`src/verilog/n64_video_pkg.sv`:
```
// N64 video constants
// bus widths, sync bit positions, detection limits and the
// pixel payload types that travel between the pipeline stages
package n64_video_pkg;

  // color widths on the N64 bus and after expansion
  localparam int COLOR_W_I = 7;
  localparam int COLOR_W_O = 8;

  // sync nibble on VD_i during the sync phase, active low
  localparam int SYNC_VSYNC_BIT = 3;
  localparam int SYNC_HSYNC_BIT = 1;

  // detection limits
  localparam int DETECT_TIMEOUT     = 64;
  localparam int PAL_LINE_THRESHOLD = 290;
  localparam int LINE_CNT_W         = 10;

  // demuxed pixel, syncs active high
  typedef struct packed {
    logic                 vsync;
    logic                 hsync;
    logic                 odd_line;
    logic [COLOR_W_I-1:0] r;
    logic [COLOR_W_I-1:0] g;
    logic [COLOR_W_I-1:0] b;
  } pix_in_t;

  // expanded pixel after post-processing
  typedef struct packed {
    logic                 vsync;
    logic                 hsync;
    logic                 odd_line;
    logic [COLOR_W_O-1:0] r;
    logic [COLOR_W_O-1:0] g;
    logic [COLOR_W_O-1:0] b;
  } pix_out_t;

endpackage

```
`src/verilog/ppu_cfg_pkg.sv`:
```
// PPU configuration and status layout
// field positions of the configuration word written by the host
// and of the packed status word read back
package ppu_cfg_pkg;

  // ==============================
  // configuration word
  // ==============================
  localparam int CFG_W = 16;

  localparam int CFG_COLOR16_BIT = 0;
  localparam int CFG_SL_EN_BIT   = 1;
  localparam int CFG_SL_STR_LSB  = 2;
  localparam int CFG_TARGET_LSB  = 6;
  localparam int CFG_LLM_BIT     = 9;

  // target resolution codes
  localparam logic [2:0] TARGET_240P = 3'd1;

  // ==============================
  // status word
  // ==============================
  localparam int STATE_W = 8;

  localparam int ST_DETECTED_BIT = 0;
  localparam int ST_PAL_BIT      = 1;
  localparam int ST_480I_BIT     = 2;
  localparam int ST_LLM_BIT      = 3;
  localparam int ST_TARGET_LSB   = 4;
  localparam int ST_COLOR16_BIT  = 7;

endpackage

```
`src/verilog/vid_stream_if.sv`:
```
// Pixel stream
// one-cycle valid strobe with a payload that holds between strobes,
// no back-pressure
`timescale 1ns/1ps

interface vid_stream_if #(
  parameter type pixel_t = logic
) (
  input logic N64_CLK_i
);

  logic   valid;
  pixel_t pix;

  modport src (input N64_CLK_i, output valid, output pix);
  modport snk (input N64_CLK_i, input valid, input pix);

endinterface
```
`src/verilog/n64_ppu_top.sv`:
```
// N64 post-processing unit, input side
// video info detection, bus demux, scanline emulation and the
// configuration / status register on the N64 clock
`timescale 1ns/1ps

module n64_ppu_top (
  input  logic                                  N64_CLK_i,
  input  logic                                  rst_i,
  input  logic                                  nVDSYNC_i,
  input  logic [n64_video_pkg::COLOR_W_I-1:0]   VD_i,
  input  logic [ppu_cfg_pkg::CFG_W-1:0]         ConfigSet_i,
  output logic [ppu_cfg_pkg::STATE_W-1:0]       PPUState_o,
  output logic                                  VSYNC_o,
  output logic                                  HSYNC_o,
  output logic                                  DE_o,
  output logic [3*n64_video_pkg::COLOR_W_O-1:0] VD_o
);

  logic       detected, pal, i480, odd_line;
  logic       color16, sl_en;
  logic [7:0] sl_str;

  vid_stream_if #(.pixel_t(n64_video_pkg::pix_in_t))  px_demux (.N64_CLK_i(N64_CLK_i));
  vid_stream_if #(.pixel_t(n64_video_pkg::pix_out_t)) px_post  (.N64_CLK_i(N64_CLK_i));

  // ==============================
  // input side
  // ==============================
  n64_vinfo u_vinfo (
    .N64_CLK_i  (N64_CLK_i),
    .rst_i      (rst_i),
    .nVDSYNC_i  (nVDSYNC_i),
    .sync_i     (VD_i[3:0]),
    .detected_o (detected),
    .pal_o      (pal),
    .i480_o     (i480),
    .odd_line_o (odd_line)
  );

  n64_vdemux u_vdemux (
    .N64_CLK_i  (N64_CLK_i),
    .rst_i      (rst_i),
    .nVDSYNC_i  (nVDSYNC_i),
    .VD_i       (VD_i),
    .odd_line_i (odd_line),
    .color16_i  (color16),
    .px_o       (px_demux.src)
  );

  // ==============================
  // post-processing and config
  // ==============================
  scanline_emu u_sl_emu (
    .N64_CLK_i (N64_CLK_i),
    .rst_i     (rst_i),
    .px_i      (px_demux.snk),
    .sl_en_i   (sl_en),
    .sl_str_i  (sl_str),
    .px_o      (px_post.src)
  );

  ppu_cfg u_cfg (
    .N64_CLK_i   (N64_CLK_i),
    .rst_i       (rst_i),
    .ConfigSet_i (ConfigSet_i),
    .detected_i  (detected),
    .pal_i       (pal),
    .i480_i      (i480),
    .color16_o   (color16),
    .sl_en_o     (sl_en),
    .sl_str_o    (sl_str),
    .PPUState_o  (PPUState_o)
  );

  // video out, R in the top byte
  assign DE_o    = px_post.valid;
  assign VSYNC_o = px_post.pix.vsync;
  assign HSYNC_o = px_post.pix.hsync;
  assign VD_o    = {px_post.pix.r, px_post.pix.g, px_post.pix.b};

endmodule

```
`src/verilog/n64_vdemux.sv`:
```
// N64 video bus demux
// splits the four-phase bus (sync, R, G, B) into one pixel per
// sync phase, optionally reducing colors to the 16-bit mode
`timescale 1ns/1ps

module n64_vdemux (
  input  logic                                N64_CLK_i,
  input  logic                                rst_i,
  input  logic                                nVDSYNC_i,
  input  logic [n64_video_pkg::COLOR_W_I-1:0] VD_i,
  input  logic                                odd_line_i,
  input  logic                                color16_i,
  vid_stream_if.src                           px_o
);

  localparam int CW = n64_video_pkg::COLOR_W_I;

  logic [1:0]    phase;
  logic [CW-1:0] color_mask;
  logic          vs_q, hs_q, odd_q;
  logic [CW-1:0] r_q, g_q;

  // 16-bit mode drops the two low bits of each color
  assign color_mask = color16_i ? {{(CW-2){1'b1}}, 2'b00} : {CW{1'b1}};

  always_ff @(posedge N64_CLK_i) begin
    if (rst_i) begin
      phase      <= 2'd0;
      px_o.valid <= 1'b0;
    end else begin
      px_o.valid <= 1'b0;
      if (!nVDSYNC_i)
        phase <= 2'd1;
      else if (phase != 2'd0)
        phase <= phase + 2'd1;
      // B phase completes the pixel
      if (nVDSYNC_i && phase == 2'd3)
        px_o.valid <= 1'b1;
    end
  end

  // payload capture
  always_ff @(posedge N64_CLK_i) begin
    if (!nVDSYNC_i) begin
      vs_q  <= ~VD_i[n64_video_pkg::SYNC_VSYNC_BIT];
      hs_q  <= ~VD_i[n64_video_pkg::SYNC_HSYNC_BIT];
      odd_q <= odd_line_i;
    end else begin
      case (phase)
        2'd1: r_q <= VD_i & color_mask;
        2'd2: g_q <= VD_i & color_mask;
        2'd3: begin
          px_o.pix.vsync    <= vs_q;
          px_o.pix.hsync    <= hs_q;
          px_o.pix.odd_line <= odd_q;
          px_o.pix.r        <= r_q;
          px_o.pix.g        <= g_q;
          px_o.pix.b        <= VD_i & color_mask;
        end
        default: ;
      endcase
    end
  end

endmodule

```
`src/verilog/n64_vinfo.sv`:
```
// N64 video info detection
// watches the sync phases of the N64 bus, flags data present,
// PAL (line count per frame) and 480i (alternating line counts),
// and tracks the parity of the current line
`timescale 1ns/1ps

module n64_vinfo (
  input  logic       N64_CLK_i,
  input  logic       rst_i,
  input  logic       nVDSYNC_i,
  input  logic [3:0] sync_i,
  output logic       detected_o,
  output logic       pal_o,
  output logic       i480_o,
  output logic       odd_line_o
);

  localparam int TO_W  = $clog2(n64_video_pkg::DETECT_TIMEOUT);
  localparam int LCN_W = n64_video_pkg::LINE_CNT_W;

  logic              sync_phase;
  logic              vs_fall, hs_fall;
  logic              vs_n_prev, hs_n_prev;
  logic [TO_W-1:0]   idle_cnt;
  logic [LCN_W-1:0]  line_cnt, line_cnt_nxt, frame_lines;

  assign sync_phase = ~nVDSYNC_i;

  // edges against the previous sync phase, syncs are active low
  assign vs_fall = sync_phase & vs_n_prev & ~sync_i[n64_video_pkg::SYNC_VSYNC_BIT];
  assign hs_fall = sync_phase & hs_n_prev & ~sync_i[n64_video_pkg::SYNC_HSYNC_BIT];

  // first line of a new frame starts at 1 if hsync falls with vsync
  always_comb begin
    line_cnt_nxt = line_cnt;
    if (vs_fall)
      line_cnt_nxt = LCN_W'(hs_fall);
    else if (hs_fall)
      line_cnt_nxt = line_cnt + 1'b1;
  end

  assign odd_line_o = line_cnt_nxt[0];

  always_ff @(posedge N64_CLK_i) begin
    if (rst_i) begin
      vs_n_prev   <= 1'b1;
      hs_n_prev   <= 1'b1;
      idle_cnt    <= '0;
      line_cnt    <= '0;
      frame_lines <= '0;
      detected_o  <= 1'b0;
      pal_o       <= 1'b0;
      i480_o      <= 1'b0;
    end else begin
      line_cnt <= line_cnt_nxt;
      if (sync_phase) begin
        vs_n_prev  <= sync_i[n64_video_pkg::SYNC_VSYNC_BIT];
        hs_n_prev  <= sync_i[n64_video_pkg::SYNC_HSYNC_BIT];
        idle_cnt   <= '0;
        detected_o <= 1'b1;
      end else if (idle_cnt == TO_W'(n64_video_pkg::DETECT_TIMEOUT - 1)) begin
        detected_o <= 1'b0;
      end else begin
        idle_cnt <= idle_cnt + 1'b1;
      end
      // frame ended, judge its line count
      if (vs_fall) begin
        pal_o       <= (line_cnt > LCN_W'(n64_video_pkg::PAL_LINE_THRESHOLD));
        i480_o      <= (line_cnt != frame_lines);
        frame_lines <= line_cnt;
      end
    end
  end

endmodule

```
`src/verilog/ppu_cfg.sv`:
```
// PPU configuration register
// splits the host config word into pipeline controls, maps the
// 4-bit scanline strength to 8 bits and packs the status word
`timescale 1ns/1ps

module ppu_cfg (
  input  logic                             N64_CLK_i,
  input  logic                             rst_i,
  input  logic [ppu_cfg_pkg::CFG_W-1:0]    ConfigSet_i,
  input  logic                             detected_i,
  input  logic                             pal_i,
  input  logic                             i480_i,
  output logic                             color16_o,
  output logic                             sl_en_o,
  output logic [7:0]                       sl_str_o,
  output logic [ppu_cfg_pkg::STATE_W-1:0]  PPUState_o
);

  logic [3:0] str4;
  logic [2:0] target;
  logic       llm;

  assign str4   = ConfigSet_i[ppu_cfg_pkg::CFG_SL_STR_LSB +: 4];
  assign target = ConfigSet_i[ppu_cfg_pkg::CFG_TARGET_LSB +: 3];

  // 240p output always runs in low latency mode
  assign llm = ConfigSet_i[ppu_cfg_pkg::CFG_LLM_BIT] | (target == ppu_cfg_pkg::TARGET_240P);

  always_ff @(posedge N64_CLK_i) begin
    if (rst_i) begin
      color16_o  <= 1'b0;
      sl_en_o    <= 1'b0;
      sl_str_o   <= '0;
      PPUState_o <= '0;
    end else begin
      color16_o <= ConfigSet_i[ppu_cfg_pkg::CFG_COLOR16_BIT];
      sl_en_o   <= ConfigSet_i[ppu_cfg_pkg::CFG_SL_EN_BIT];
      // (s+1)*16-1, 15 wraps to 255
      sl_str_o  <= (({4'd0, str4} + 8'd1) << 4) - 8'd1;

      PPUState_o[ppu_cfg_pkg::ST_DETECTED_BIT]   <= detected_i;
      PPUState_o[ppu_cfg_pkg::ST_PAL_BIT]        <= pal_i;
      PPUState_o[ppu_cfg_pkg::ST_480I_BIT]       <= i480_i;
      PPUState_o[ppu_cfg_pkg::ST_LLM_BIT]        <= llm;
      PPUState_o[ppu_cfg_pkg::ST_TARGET_LSB +: 3] <= target;
      PPUState_o[ppu_cfg_pkg::ST_COLOR16_BIT]    <= ConfigSet_i[ppu_cfg_pkg::CFG_COLOR16_BIT];
    end
  end

endmodule

```
`src/verilog/scanline_emu.sv`:
```
// Horizontal scanline emulation
// expands 7-bit colors to 8 bits and darkens every odd line by the
// configured strength, c - c*str/256; syncs pass straight through
`timescale 1ns/1ps

module scanline_emu (
  input  logic       N64_CLK_i,
  input  logic       rst_i,
  vid_stream_if.snk  px_i,
  input  logic       sl_en_i,
  input  logic [7:0] sl_str_i,
  vid_stream_if.src  px_o
);

  localparam int CWI = n64_video_pkg::COLOR_W_I;
  localparam int CWO = n64_video_pkg::COLOR_W_O;

  logic darken;

  // replicate the msb into the new lsb
  function automatic logic [CWO-1:0] expand(input logic [CWI-1:0] c);
    expand = {c, c[CWI-1]};
  endfunction

  // scale one channel down
  function automatic logic [CWO-1:0] shade(
    input logic [CWI-1:0] c,
    input logic           dark,
    input logic [7:0]     str
  );
    logic [CWO-1:0]   c8;
    logic [CWO+7:0]   prod;
    c8   = expand(c);
    prod = c8 * str;
    if (dark)
      shade = c8 - prod[CWO+7:8];
    else
      shade = c8;
  endfunction

  assign darken = sl_en_i & px_i.pix.odd_line;

  // ==============================
  // output stage
  // ==============================
  always_ff @(posedge N64_CLK_i) begin
    if (rst_i) begin
      px_o.valid <= 1'b0;
      px_o.pix   <= '0;
    end else begin
      px_o.valid <= px_i.valid;
      if (px_i.valid) begin
        px_o.pix.vsync    <= px_i.pix.vsync;
        px_o.pix.hsync    <= px_i.pix.hsync;
        px_o.pix.odd_line <= px_i.pix.odd_line;
        px_o.pix.r        <= shade(px_i.pix.r, darken, sl_str_i);
        px_o.pix.g        <= shade(px_i.pix.g, darken, sl_str_i);
        px_o.pix.b        <= shade(px_i.pix.b, darken, sl_str_i);
      end
    end
  end

endmodule

```
`config.mk`:
```
export PLATFORM = sky130hd
export DESIGN_NAME = n64_ppu_top
export DESIGN_NICKNAME = d
export VERILOG_FILES = /design/src/verilog/n64_video_pkg.sv /design/src/verilog/ppu_cfg_pkg.sv /design/src/verilog/vid_stream_if.sv /design/src/verilog/n64_ppu_top.sv /design/src/verilog/n64_vdemux.sv /design/src/verilog/n64_vinfo.sv /design/src/verilog/ppu_cfg.sv /design/src/verilog/scanline_emu.sv
export SDC_FILE = /design/constraint.sdc
export NUM_CORES = 1
export LEC_CHECK = 0
export BUFFER_PORTS_ARGS = -buffer_cell sky130_fd_sc_hd__buf_2
export CAP_MARGIN = 40
export CORE_MARGIN = 2
export CORE_UTILIZATION = 50
export CTS_CLUSTER_DIAMETER = 30
export CTS_CLUSTER_SIZE = 10
export DETAILED_ROUTE_END_ITERATION = 8
export PLACE_DENSITY = 0.67
export REMOVE_ABC_BUFFERS = 1
export SKIP_CTS_REPAIR_TIMING = 1
export SLEW_MARGIN = 20
export SYNTH_ARGS = -nofsm -noshare
export SYNTH_HDL_FRONTEND = slang
export SYNTH_SLANG_ARGS = --single-unit
```
`constraint.sdc`:
```
create_clock -name N64_CLK_i -period 7.6 [get_ports N64_CLK_i]
set_input_delay 1.14 -clock N64_CLK_i [delete_from_list [all_inputs] [get_ports N64_CLK_i]]
set_output_delay 1.14 -clock N64_CLK_i [all_outputs]
set_load 0.005 [all_outputs]
```
* Word level (Yosys, flattened, before mapping)
Index checks and enable logic that the tools add are counted.
Operators by class: reductions and logical operators 7, $add $sub $neg 8, bitwise operators 10, equality and inequality tests 8, multiply operators 3, magnitude comparators 1, muxes and demuxes 11
Operator list (number):
- multiplier 8 x 8 -> 16 bit | 3
- 2-to-1 mux 8 bit | 3
- subtractor 8 bit | 3
- adder 10 x 1 -> 10 bit (second input constant) | 1
- greater-than comparator 10 x 9 -> 1 bit (second input constant) | 1
- inequality test 10 bit | 1
- subtractor 8 x 1 -> 8 bit (second input constant) | 1
- bitwise AND 7 bit | 1
- 2-to-1 mux 1 bit | 7
- adder 6 x 1 -> 6 bit (second input constant) | 1
- == test 6 bit (second input constant) | 1
- AND reduction 2 bit | 3
- bitwise AND 1 bit | 5
- adder 4 x 1 -> 4 bit (second input constant) | 1
- == test 2 bit (second input constant) | 2
- inequality test 2 x 1 -> 1 bit (second input constant) | 2
- OR reduction 2 bit | 2
- == test 3 x 1 -> 1 bit (second input constant) | 1
- NOT 1 bit | 3
- adder 2 x 1 -> 2 bit (second input constant) | 1
- == test 2 x 1 -> 1 bit (second input constant) | 1
- 2-to-1 mux 2 bit | 1
- nonzero test 2 bit | 1
- logical AND 1 bit | 1
- OR 1 bit | 1
Storage, ports and cells: output and inout port bits 35, logic and storage cells 81, bits in registers 120, bits of input ports 26

* Logic depth before layout (Yosys ltp)
Gate-level depths: netlist (run 1).
word-level depth 5, depth in mapped cells 28

* Modules after synthesis
From an unflattened synthesis (run 1), not the netlist that was laid out.
Unflattened totals: cell total of the unflattened synthesis 1166, area total of the unflattened synthesis 10998.0 um^2
By module, submodules not included:
- scanline_emu | cells each 890, area an instance 7628.6 um^2, sequential area each 560.5 um^2, instances 1
- n64_vinfo | cells each 168, area an instance 1462.7 um^2, sequential area each 620.6 um^2, instances 1
- n64_vdemux | cells each 63, area an instance 1433.9 um^2, sequential area each 1291.2 um^2, instances 1
- ppu_cfg | cells each 45, area an instance 473.0 um^2, sequential area each 280.3 um^2, instances 1

* Worst setup path after synthesis (run 1)
Ideal clock, no wire load.
kind reg2reg, from reg u_cfg.sl_str_o[3], to reg u_sl_emu.px_o.pix[23] (netlist name), arrival 6159 ps, stages on the path, launching flop included 26, data required time 7464 ps, setup slack 1305 ps, path buffers 2, clock period less this slack 6295 ps, cell sequence dfxtp_1 -> clkbuf_1 -> buf_1 -> nand2_1 -> inv_1 -> fa_1 -> fa_1 -> fa_1 -> inv_1 -> fa_1 -> inv_1 -> ha_1 -> a21o_1 -> a2111oi_0 -> o21ai_1 -> nand2_1 -> o21bai_1 -> a21oi_1 -> xor2_1 -> ha_1 -> nor3_1 -> and3_4 -> or3_4 -> and3_4 -> a2111oi_1 -> a2111oi_1
Between the ends: cells in the longest elaborated chain, start to end 3
RTL lines:
- start, declared | line ppu_cfg.sv:15 | output logic [7:0] sl_str_o,
- start signal, assigned | line ppu_cfg.sv:39 | sl_str_o <= (({4'd0, str4} + 8'd1) << 4) - 8'd1;
- multiplier 8 x 8 -> 16 bit | line scanline_emu.sv:34 | prod = c8 * str;
- subtractor 8 bit | line scanline_emu.sv:36 | shade = c8 - prod[CWO+7:8];
- 2-to-1 mux 8 bit | line scanline_emu.sv:35 | if (dark)
Every way passes these cells. A chain may end at the register's enable or synchronous reset.

* Worst setup path in the final report (run 1)
from reg u_cfg.sl_str_o[6], to reg u_sl_emu.px_o.pix[23] (netlist name)
Between the ends: cells in the longest elaborated chain, start to end 3
RTL lines (line):
- multiplier 8 x 8 -> 16 bit | scanline_emu.sv:34
- subtractor 8 bit | scanline_emu.sv:36
- 2-to-1 mux 8 bit | scanline_emu.sv:35
Every way passes these cells.

==> flow_summary_export.csv, run 1 <==
group,metric,value,unit
setup_path,slowest_delay,0.85,ns
timing,setup-tns-final,0,ns
drt,wl,22300,um
pwr,p_leak,5.78,nW
pwr,pwr-share-comb,0.421,
grt,grt_pass1_vias,7763,
pwr,power_frac_clock,0.308,
pwr,powerDensity,212,nW/um2
pwr,swShare,0.376,
timing,hold_violations,0,
yosys,ys_seq_area_frac,0.256,
setup_path,reg2reg_slack,1.01,ns
setup_path,path_max_fanout,21,
yosys,dominantRegCellSynth,"dfxtp_1",
timing,slew_headroom,0.446,
setup_path,crit_path_frequent_cell,"fa_1",
pwr,p_switching,0.000940,W
placed_design,port-buffer-count,54,
clock_network,worstSkewPairLatency,0.43,ns
drt,drtIter0Drc,363,
run_status,status,"finished clean",
grt,grt_pass1_wl,37900,um
floorplan,chipWidth,150,um
clock_network,clock-sinks,116,
timing,setup_viol,0,
timing,max_freq,0.152,GHz
clock_network,ctsHtreeMaxLevel,4,
drt,vias_per_cell,5.18,
setup_path,cp.arrival,6.90,ns
floorplan,placementRows,53,
drt,drt_pass1_iterations,5,
yosys,synth_top_area_share,0.191,
timing,finalCritPeriodShare,0.867,
timing,clock_skew,0.0133,ns
pwr,seq_power_share,0.270,
setup_path,crit_path_end_kind,"flop",
grt,grt_usage,0.215,
yosys,syn_inst,1157,
setup_path,cp_cell_sequence,"and2_1 > fa_1 > fa_1 > fa_1 > inv_1 > fa_1 > inv_1 > ha_1 > a21o_1 > a2111oi_0 > o21ai_1 > nand2_1 > o21bai_1 > a21oi_1 > xor2_1 > ha_1 > nor3_1 > and3_4 > or3_4 > a221oi_2 > a2111oi_1 > a2111oi_1",
pwr,vdd.ir_drop.worst,0.000183,V
clock_network,cts-root-buf,"clkbuf_16",
job,maxCapViolCount,0,
drt,wl_per_cell,15.0,um
hold_path,hold_path_class,"flop to flop",
grt,antenna_found_initial,0,
yosys,synth_area_leader_cell,"fa_1",
timing,slew_violations,0,
setup_path,crit_slowest_cell,"dfxtp_1",
pwr,internal_power,0.00156,W
setup_path,critPathKind,"flop to flop",
timing,period_needed,6.59,ns
final_layout,layout.nets,1457,
timing,tightest_slew,0.829,ns
final_layout,drive_above_1_share,0.0843,
clock_network,cts_buffer_depth,2,
yosys,yosysWarningCount,0,
floorplan,start_util,0.509,
drt,vias,7685,
floorplan,die_area,22500,um2
setup_path,critical_path.startpoint_type,"flop",
placed_design,gp_congestion,0.817,
final_layout,area_growth,10.3,%
yosys,syn_avg_cell_area,9.22,um2
timing,rsz0062_at_grt,"false",
yosys,synth_area,10700,um2
clock_network,cts_made_buffers,17,
floorplan,die_h,150,um
drt,drc,0,
final_layout,antennaDiodeCount,0,
floorplan,ios,61,
yosys,ys_ff_latch,116,
pwr,power,0.00250,W
placed_design,dp_hpwl,16900,um
yosys,synthArstFlopShare,0,
yosys,netlist-cell-type-count,52,
clock_network,path_clk_slew,0.07,ns
yosys,synthTopCellsByArea,"fa_1 (19%), ha_1 (15%), dfxtp_1 (14%)",
drt,ant_nets,0,
placed_design,place_area,11200,um2
yosys,synth-edff-count,41,
grt,grt_overflow,0,
setup_path,critical_path_required,7.91,ns
clock_network,cts_tree,"yes",
final_layout,finalInstanceArea,11800,um2
floorplan,core_area,21000,um2
grt,grt_max_degree,54,
-- critical path, delay by kind of cell (launching register included) --
| family | cells | cell delay (ns) |
|---|---|---|
| buf+inv | 2 | 0.10 |
| simple gates | 5 | 1.01 |
| xor+xnor | 1 | 0.17 |
| flops | 1 | 0.85 |
| compound gates | 8 | 1.76 |
| fa+ha+maj | 6 | 2.57 |
-- synth_stat cells, types with 14 or more instances --
library cell	number
ha_1	132
dfxtp_1	75
fa_1	102
inv_1	215
o21ai_0	31
nor2_1	63
xor2_1	34
edfxtp_1	41
nand2_1	99
nor2b_1	24
and2_1	72
nor3_1	14
xnor2_1	29
a21oi_1	46
clkbuf_1	37
-- registers in the layout, summed over array words and instances (netlist names), 2 cells and up --
signal and flops:
u_cfg.PPUState_o 7, u_cfg.sl_str_o 5, u_sl_emu.px_o.pix 26, u_vdemux.g_q 7
u_vdemux.phase 2, u_vdemux.px_o.pix 24, u_vdemux.r_q 7, u_vinfo.frame_lines 10
u_vinfo.idle_cnt 6, u_vinfo.line_cnt 10
-- area by class of cell --
cell class	instances	area, um2
fill	1870	9190
clock inverter	15	141
timing repair buffer	61	338
sequential	116	2730
clock buffer	17	425
multi-input combinational	785	6970
tap	275	344
inverter	216	811
-- routing by layer --
metal | track usage | up-vias | part of all wire
li1 | - | 3826 | -
met1 | 0.275 | 3712 | 0.45
met2 | 0.376 | 121 | 0.50
met3 | 0.0393 | 26 | 0.035
met4 | 0.0557 | 0 | 0.016
met5 | 0 | - | 0
-- cells by family after synthesis --
family | synth area share
xor+xnor | 0.0517
flops | 0.256
fa+ha+maj | 0.346
simple gates | 0.154
buf+inv | 0.0904
mux | 0.00844
compound gates | 0.0931
-- power groups by stage --
stage               clock network (W)  logic, W  registers [W]
floorplan                           0  0.000835       0.000684
finish                       0.000770   0.00105       0.000675
detailed placement                  0   0.00105       0.000689
CTS                          0.000781   0.00106       0.000675
global placement                    0   0.00103       0.000690
global route                 0.000805   0.00123       0.000677
-- path summary, 6_finish.rpt --
check / end / cells after the start / from
max reg2reg: u_sl_emu.px_o.pix[23] / 22 / u_cfg.sl_str_o[6]
min reg2reg: u_vdemux.px_o.pix[13] / 0 / u_vdemux.g_q[6]
max: u_sl_emu.px_o.pix[23] / 22 / u_cfg.sl_str_o[6]
min: u_vdemux.px_o.pix[13] / 0 / u_vdemux.g_q[6]
-- stage by stage --
step | std cells | utilization | setup slack, ns | hold WS, ns
final | 1485 | 0.561 | 1.01 | 0.414
after global routing | 1485 | 0.561 | 0.580 | 0.425
after CTS | 1485 | 0.561 | 1.03 | 0.413
after detailed placement | 1453 | 0.534 | 1.06 | 0.405
after global placement | 1451 | 0.533 | 0.849 | 0.401
after floorplan | 1117 | - | 1.52 | 0.400
-- layout by cell type (no fill, tap or decap), types with 29 or more instances in the layout --
cell type,n
edfxtp_1,41
inv_1,215
ha_1,132
nand2_1,99
o21ai_0,31
fa_1,102
xor2_1,34
a21oi_1,46
buf_2,54
dfxtp_1,74
xnor2_1,29
nor2_1,63
and2_1,72
Note: power is estimated with default switching activity, not from simulation.
==> run 2, diff against run 1 <==
--- a/config.mk
+++ b/config.mk
@@ -12,7 +12,7 @@
 export CTS_CLUSTER_DIAMETER = 30
 export CTS_CLUSTER_SIZE = 10
 export DETAILED_ROUTE_END_ITERATION = 8
-export PLACE_DENSITY = 0.67
+export PLACE_DENSITY = 0.75
 export REMOVE_ABC_BUFFERS = 1
 export SKIP_CTS_REPAIR_TIMING = 1
 export SLEW_MARGIN = 20
==> run 2 against run 1 <==
Compared with the run above:
- largest power group unchanged
- critical endpoint unchanged
- total power increased by 1.2%
- largest cell class unchanged
- flip-flop and latch count unchanged
- count of clock-buffer cells in the layout is 1 higher
- critical path type unchanged
==> flow_summary_export.csv, run 2 (synthesized netlist as in run 1, its figures left out) <==
group,metric,value,unit
run_status,status,"finished clean",
setup_path,critical_path.startpoint_type,"flop",
floorplan,die_h,150,um
timing,whs,0.409,ns
grt,grt_pass1_vias,8059,
final_layout,layout_common_cells,"inv_1 (215), ha_1 (132), fa_1 (102)",
timing,period_needed,6.64,ns
setup_path,path_max_fanout,21,
grt,grt_pass1_wl,37500,um
timing,max_freq,0.151,GHz
final_layout,layout.nets,1457,
grt,antenna_found_initial,0,
placed_design,dp_slack,0.709,ns
drt,wl_per_cell,14.7,um
final_layout,drive_above_1_share,0.0843,
final_layout,layout_commonest_cell,"inv_1",
placed_design,gp_congestion,0.859,
clock_network,cts-root-buf,"clkbuf_16",
clock_network,ctsHtreeMaxLevel,4,
floorplan,placementRows,53,
final_layout,reg.largest.list,"u_sl_emu.px_o.pix (26), u_vdemux.px_o.pix (24)",
drt,wl,21900,um
clock_network,clock-sinks,116,
drt,drt_pass1_iterations,5,
timing,fin_ws,0.960,ns
timing,tightest_slew,0.787,ns
drt,drtIter0Drc,373,
floorplan,die_area,22500,um2
pwr,powerDensity,214,nW/um2
drt,drc,0,
pwr,p_leak,5.82,nW
timing,slew_headroom,0.475,
setup_path,crit_path_end_kind,"flop",
timing,hold_violations,0,
final_layout,top_register,"u_sl_emu.px_o.pix",
final_layout,largest_register_ffs,26,
setup_path,critPathKind,"flop to flop",
placed_design,port-buffer-count,54,
clock_network,cts_buffer_depth,2,
timing,clock_skew,0.0150,ns
drt,ant_nets,0,
grt,grt_overflow,0,
timing,setup-tns-final,0,ns
placed_design,dp_hpwl,16800,um
final_layout,area_growth,10.6,%
grt,grt_max_degree,54,
job,maxCapViolCount,0,
hold_path,hold_path_class,"flop to flop",
grt,grt_usage,0.208,
pwr,vdd.ir_drop.worst,0.000174,V
timing,finalCritPeriodShare,0.874,
final_layout,antennaDiodeCount,0,
timing,rsz0062_at_grt,"false",
drt,vias_per_cell,5.28,
setup_path,critical_path_required,7.88,ns
setup_path,cp.arrival,6.92,ns
timing,setup_viol,0,
timing,slew_violations,0,
floorplan,chipWidth,150,um
clock_network,cts_made_buffers,17,
floorplan,start_util,0.509,
clock_network,worstSkewPairLatency,0.42,ns
clock_network,path_clk_slew,0.07,ns
drt,vias,7835,
floorplan,ios,61,
clock_network,cts_tree,"yes",
floorplan,core_area,21000,um2
run 2: cell count changes in the layout (fill, tap and decap cells not counted), moves of 2 or more:
| cell | change |
|---|---|
| clkinv_2 | +2 |
| clkinv_4 | +2 |
| clkinvlp_4 | -4 |
| clkinv_8 | -2 |
run 2: worst paths after layout:
path                                        start                     to  slack [ns]  cells after the start
worst max-delay path            u_cfg.sl_str_o[6]  u_sl_emu.px_o.pix[23]        0.96                     22
worst min-delay path              u_vdemux.r_q[0]  u_vdemux.px_o.pix[14]        0.41                      0
worst max register to register  u_cfg.sl_str_o[6]  u_sl_emu.px_o.pix[23]        0.96                     22
worst min register to register    u_vdemux.r_q[0]  u_vdemux.px_o.pix[14]        0.41                      0
run 2: worst max-delay path, cell delays in order (launching register included):
cell and delay [ns]:
dfxtp_1 0.81, and2_1 0.26, fa_1 0.45, fa_1 0.52
fa_1 0.57, inv_1 0.06, fa_1 0.53, inv_1 0.04
ha_1 0.34, a21o_1 0.20, a2111oi_0 0.38, o21ai_1 0.16
nand2_1 0.13, o21bai_1 0.10, a21oi_1 0.19, xor2_1 0.18
ha_1 0.21, or3_1 0.12, o21ai_0 0.11, or3_4 0.39
and3_4 0.19, a2111oi_1 0.46, a2111oi_1 0.11
run 2: per-layer routing:
| metal | share of wire | vias to the layer above | GRT usage | routed length [um] |
|---|---|---|---|---|
| li1 | - | 3832 | - | - |
| met1 | 0.44 | 3804 | 0.262 | 9610 |
| met2 | 0.50 | 171 | 0.372 | 10900 |
| met3 | 0.047 | 28 | 0.0360 | 1020 |
| met4 | 0.014 | 0 | 0.0476 | 303 |
| met5 | 0 | - | 0 | 0 |
run 2: final cells by class:
class / count / area [um2]
Fill cell: 1828 / 9160
Sequential cell: 116 / 2730
Timing Repair Buffer: 61 / 350
Multi-Input combinational cell: 785 / 6970
Clock inverter: 14 / 139
Inverter: 216 / 811
Tap cell: 275 / 344
Clock buffer: 18 / 450
run 2: metrics by stage:
step | power (W) | cell area (um2) | std cells | utilization
floorplan | 0.00152 | 10500 | 1117 | -
global placement | 0.00170 | 11200 | 1450 | 0.533
detailed placement | 0.00173 | 11200 | 1452 | 0.534
CTS | 0.00255 | 11800 | 1484 | 0.562
global route | 0.00274 | 11800 | 1485 | 0.563
finish | 0.00253 | 11800 | 1485 | 0.563
run 2: where the power goes:
| part | total, W | leakage, nW | internal, W | switching, W |
|---|---|---|---|---|
| registers | 0.000677 | 0.985 | 0.000658 | 0.0000194 |
| logic | 0.00106 | 4.54 | 0.000472 | 0.000586 |
| clock network | 0.000795 | 0.296 | 0.000479 | 0.000315 |
==> run 3, diff against run 2 <==
--- a/config.mk
+++ b/config.mk
@@ -7,13 +7,12 @@
 export LEC_CHECK = 0
 export BUFFER_PORTS_ARGS = -buffer_cell sky130_fd_sc_hd__buf_2
 export CAP_MARGIN = 40
-export CORE_MARGIN = 2
+export CORE_MARGIN = 4
 export CORE_UTILIZATION = 50
 export CTS_CLUSTER_DIAMETER = 30
 export CTS_CLUSTER_SIZE = 10
 export DETAILED_ROUTE_END_ITERATION = 8
 export PLACE_DENSITY = 0.75
-export REMOVE_ABC_BUFFERS = 1
 export SKIP_CTS_REPAIR_TIMING = 1
 export SLEW_MARGIN = 20
 export SYNTH_ARGS = -nofsm -noshare
==> constraint.sdc (replaced) <==
create_clock -name N64_CLK_i -period 6.29 [get_ports N64_CLK_i]
set_input_delay 0.9435 -clock N64_CLK_i [delete_from_list [all_inputs] [get_ports N64_CLK_i]]
set_output_delay 0.9435 -clock N64_CLK_i [all_outputs]
set_load 0.005 [all_outputs]
==> run 3 against run 2 <==
Compared with the run above:
- flip-flop and latch count is the same
- non-clock buffer count grew 74
- final cell count grew 5.0%
- clock power grew 25%
- core utilization grew 4.2 points
- fmax grew 9.1%
- die area grew 5.4%
- first-iteration DRC count grew 31%
- critical path depth is the same
- critical path type unchanged
==> flow_summary_export.csv, run 3 (synthesized netlist as in run 1, its figures left out) <==
group,metric,value,unit
final_layout,reg.largest.list,"u_sl_emu.px_o.pix (26), u_vdemux.px_o.pix (24)",
drt,drt_pass1_iterations,5,
final_layout,antennaDiodeCount,0,
timing,slew_headroom,0.596,
grt,grt_max_degree,54,
drt,wl_per_cell,15.6,um
pwr,vdd.ir_drop.worst,0.000324,V
placed_design,port-buffer-count,54,
final_layout,utilization,0.605,
final_layout,area_growth,19.3,%
setup_path,crit_path_end_kind,"flop",
grt,grt_pass1_wl,38700,um
setup_path,crit_slowest_cell,"fa_1",
timing,tightest_slew,0.607,ns
timing,hold_violations,0,
final_layout,layout_commonest_cell,"inv_1",
floorplan,placementRows,53,
pwr,power_frac_clock,0.299,
floorplan,chipWidth,154,um
floorplan,start_util,0.508,
final_layout,finalInstanceArea,12700,um2
final_layout,largest_register_ffs,26,
timing,period_needed,6.09,ns
final_layout,top_register,"u_sl_emu.px_o.pix",
timing,fin_ws,0.203,ns
floorplan,die_h,154,um
setup_path,slowest_delay,0.56,ns
final_layout,layout_common_cells,"inv_1 (213), ha_1 (126), fa_1 (102)",
timing,rsz0062_at_grt,"true",
setup_path,crit_path_frequent_cell,"fa_1",
floorplan,core_area,21000,um2
final_layout,fill_cells,1645,
setup_path,critical_path_required,6.55,ns
drt,wl,24300,um
setup_path,critPathKind,"flop to flop",
final_layout,drive_above_1_share,0.178,
pwr,p_leak,6.26,nW
clock_network,clock-sinks,116,
timing,max_freq,0.164,GHz
floorplan,die_area,23700,um2
pwr,swShare,0.365,
run_status,status,"finished clean",
floorplan,ios,61,
timing,whs,0.417,ns
placed_design,dp_slack,-0.0433,ns
clock_network,cts_tree,"yes",
clock_network,ctsHtreeMaxLevel,4,
drt,ant_nets,0,
timing,clock_skew,0.00809,ns
pwr,internal_power,0.00211,W
grt,grt_pass1_vias,8066,
grt,grt_usage,0.198,
drt,drtIter0Drc,490,
grt,antenna_found_initial,0,
drt,drc,0,
final_layout,layout.nets,1531,
pwr,pwr-share-comb,0.457,
clock_network,cts_made_buffers,17,
yosys,syn_nets,1417,
setup_path,critPathBufInv,2,
pwr,p_switching,0.00121,W
timing,slew_violations,0,
setup_path,cp.arrival,6.35,ns
placed_design,place_area,11600,um2
pwr,powerDensity,261,nW/um2
clock_network,worstSkewPairLatency,0.41,ns
drt,vias_per_cell,5.24,
setup_path,critical_path.startpoint_type,"flop",
placed_design,gp_congestion,0.849,
setup_path,cp_cell_sequence,"and2_4 > fa_1 > fa_1 > fa_1 > inv_1 > fa_1 > inv_1 > ha_1 > a21o_1 > a21oi_1 > o21ai_2 > o31a_1 > a21o_1 > xnor2_1 > ha_1 > or2_1 > a21oi_2 > a31oi_1 > xnor2_1 > or3_1 > a211oi_1 > nor4_1",
clock_network,path_clk_slew,0.05,ns
clock_network,cts_buffer_depth,2,
grt,grt_overflow,0,
clock_network,cts-root-buf,"clkbuf_16",
hold_path,hold_path_class,"flop to flop",
job,maxCapViolCount,0,
timing,setup_viol,0,
setup_path,cp_top_family,"adder cells",
pwr,seq_power_share,0.244,
setup_path,path_max_fanout,6,
timing,finalCritPeriodShare,0.968,
drt,vias,8167,
placed_design,dp_hpwl,18200,um
==> run 3: worst register-to-register path, stage by stage (launching register included) <==
cell	delay (ns)
edfxtp_1	0.52
and2_4	0.21
fa_1	0.50
fa_1	0.53
fa_1	0.56
inv_1	0.06
fa_1	0.53
inv_1	0.04
ha_1	0.30
a21o_1	0.16
a21oi_1	0.16
o21ai_2	0.11
o31a_1	0.28
a21o_1	0.21
xnor2_1	0.13
ha_1	0.31
or2_1	0.25
a21oi_2	0.13
a31oi_1	0.06
xnor2_1	0.16
or3_1	0.39
a211oi_1	0.27
nor4_1	0.08
==> run 3: path summary, 6_finish.rpt <==
kind | cells past startpoint | to | slack [ns] | start
setup reg to reg | 22 | u_sl_emu.px_o.pix[15] | 0.20 | u_vdemux.px_o.pix[9]
hold reg to reg | 0 | u_vdemux.px_o.pix[13] | 0.42 | u_vdemux.g_q[6]
hold / removal | 0 | u_vdemux.px_o.pix[13] | 0.42 | u_vdemux.g_q[6]
setup / recovery | 22 | u_sl_emu.px_o.pix[15] | 0.20 | u_vdemux.px_o.pix[9]
==> run 3: layout make-up <==
type                       instances  area, um2  area share
inverter                         216        811      0.0637
multi-input combinational        785       7250       0.570
timing repair buffer             135        965      0.0758
tap                              275        344      0.0270
clock buffer                      22        508      0.0399
clock inverter                    10        108     0.00846
sequential                       116       2740       0.215
==> run 3: power by group through the flow <==
stage          sequential (W)  clock (W)  combinational [W]
2_1_floorplan        0.000819          0            0.00103
3_3_place_gp         0.000822          0            0.00129
3_5_place_dp         0.000823          0            0.00133
4_1_cts              0.000808   0.000993            0.00136
5_1_grt              0.000810    0.00104            0.00172
6_report             0.000809   0.000993            0.00152
==> run 3: per-stage QoR <==
step,TNS (ns),std cells,total power (W)
6_report,0,1559,0.00332
4_1_cts,-0.145,1533,0.00316
2_1_floorplan,0,1157,0.00185
3_5_place_dp,-0.0433,1501,0.00215
3_3_place_gp,0,1499,0.00212
5_1_grt,-0.246,1559,0.00357
==> run 3: per-layer routing <==
layer / GRT usage / vias up / share of wire
met5: 0 / - / 0
met4: 0.0467 / 0 / 0.012
met3: 0.0279 / 21 / 0.054
met2: 0.339 / 195 / 0.49
met1: 0.266 / 3966 / 0.44
li1: - / 3985 / -
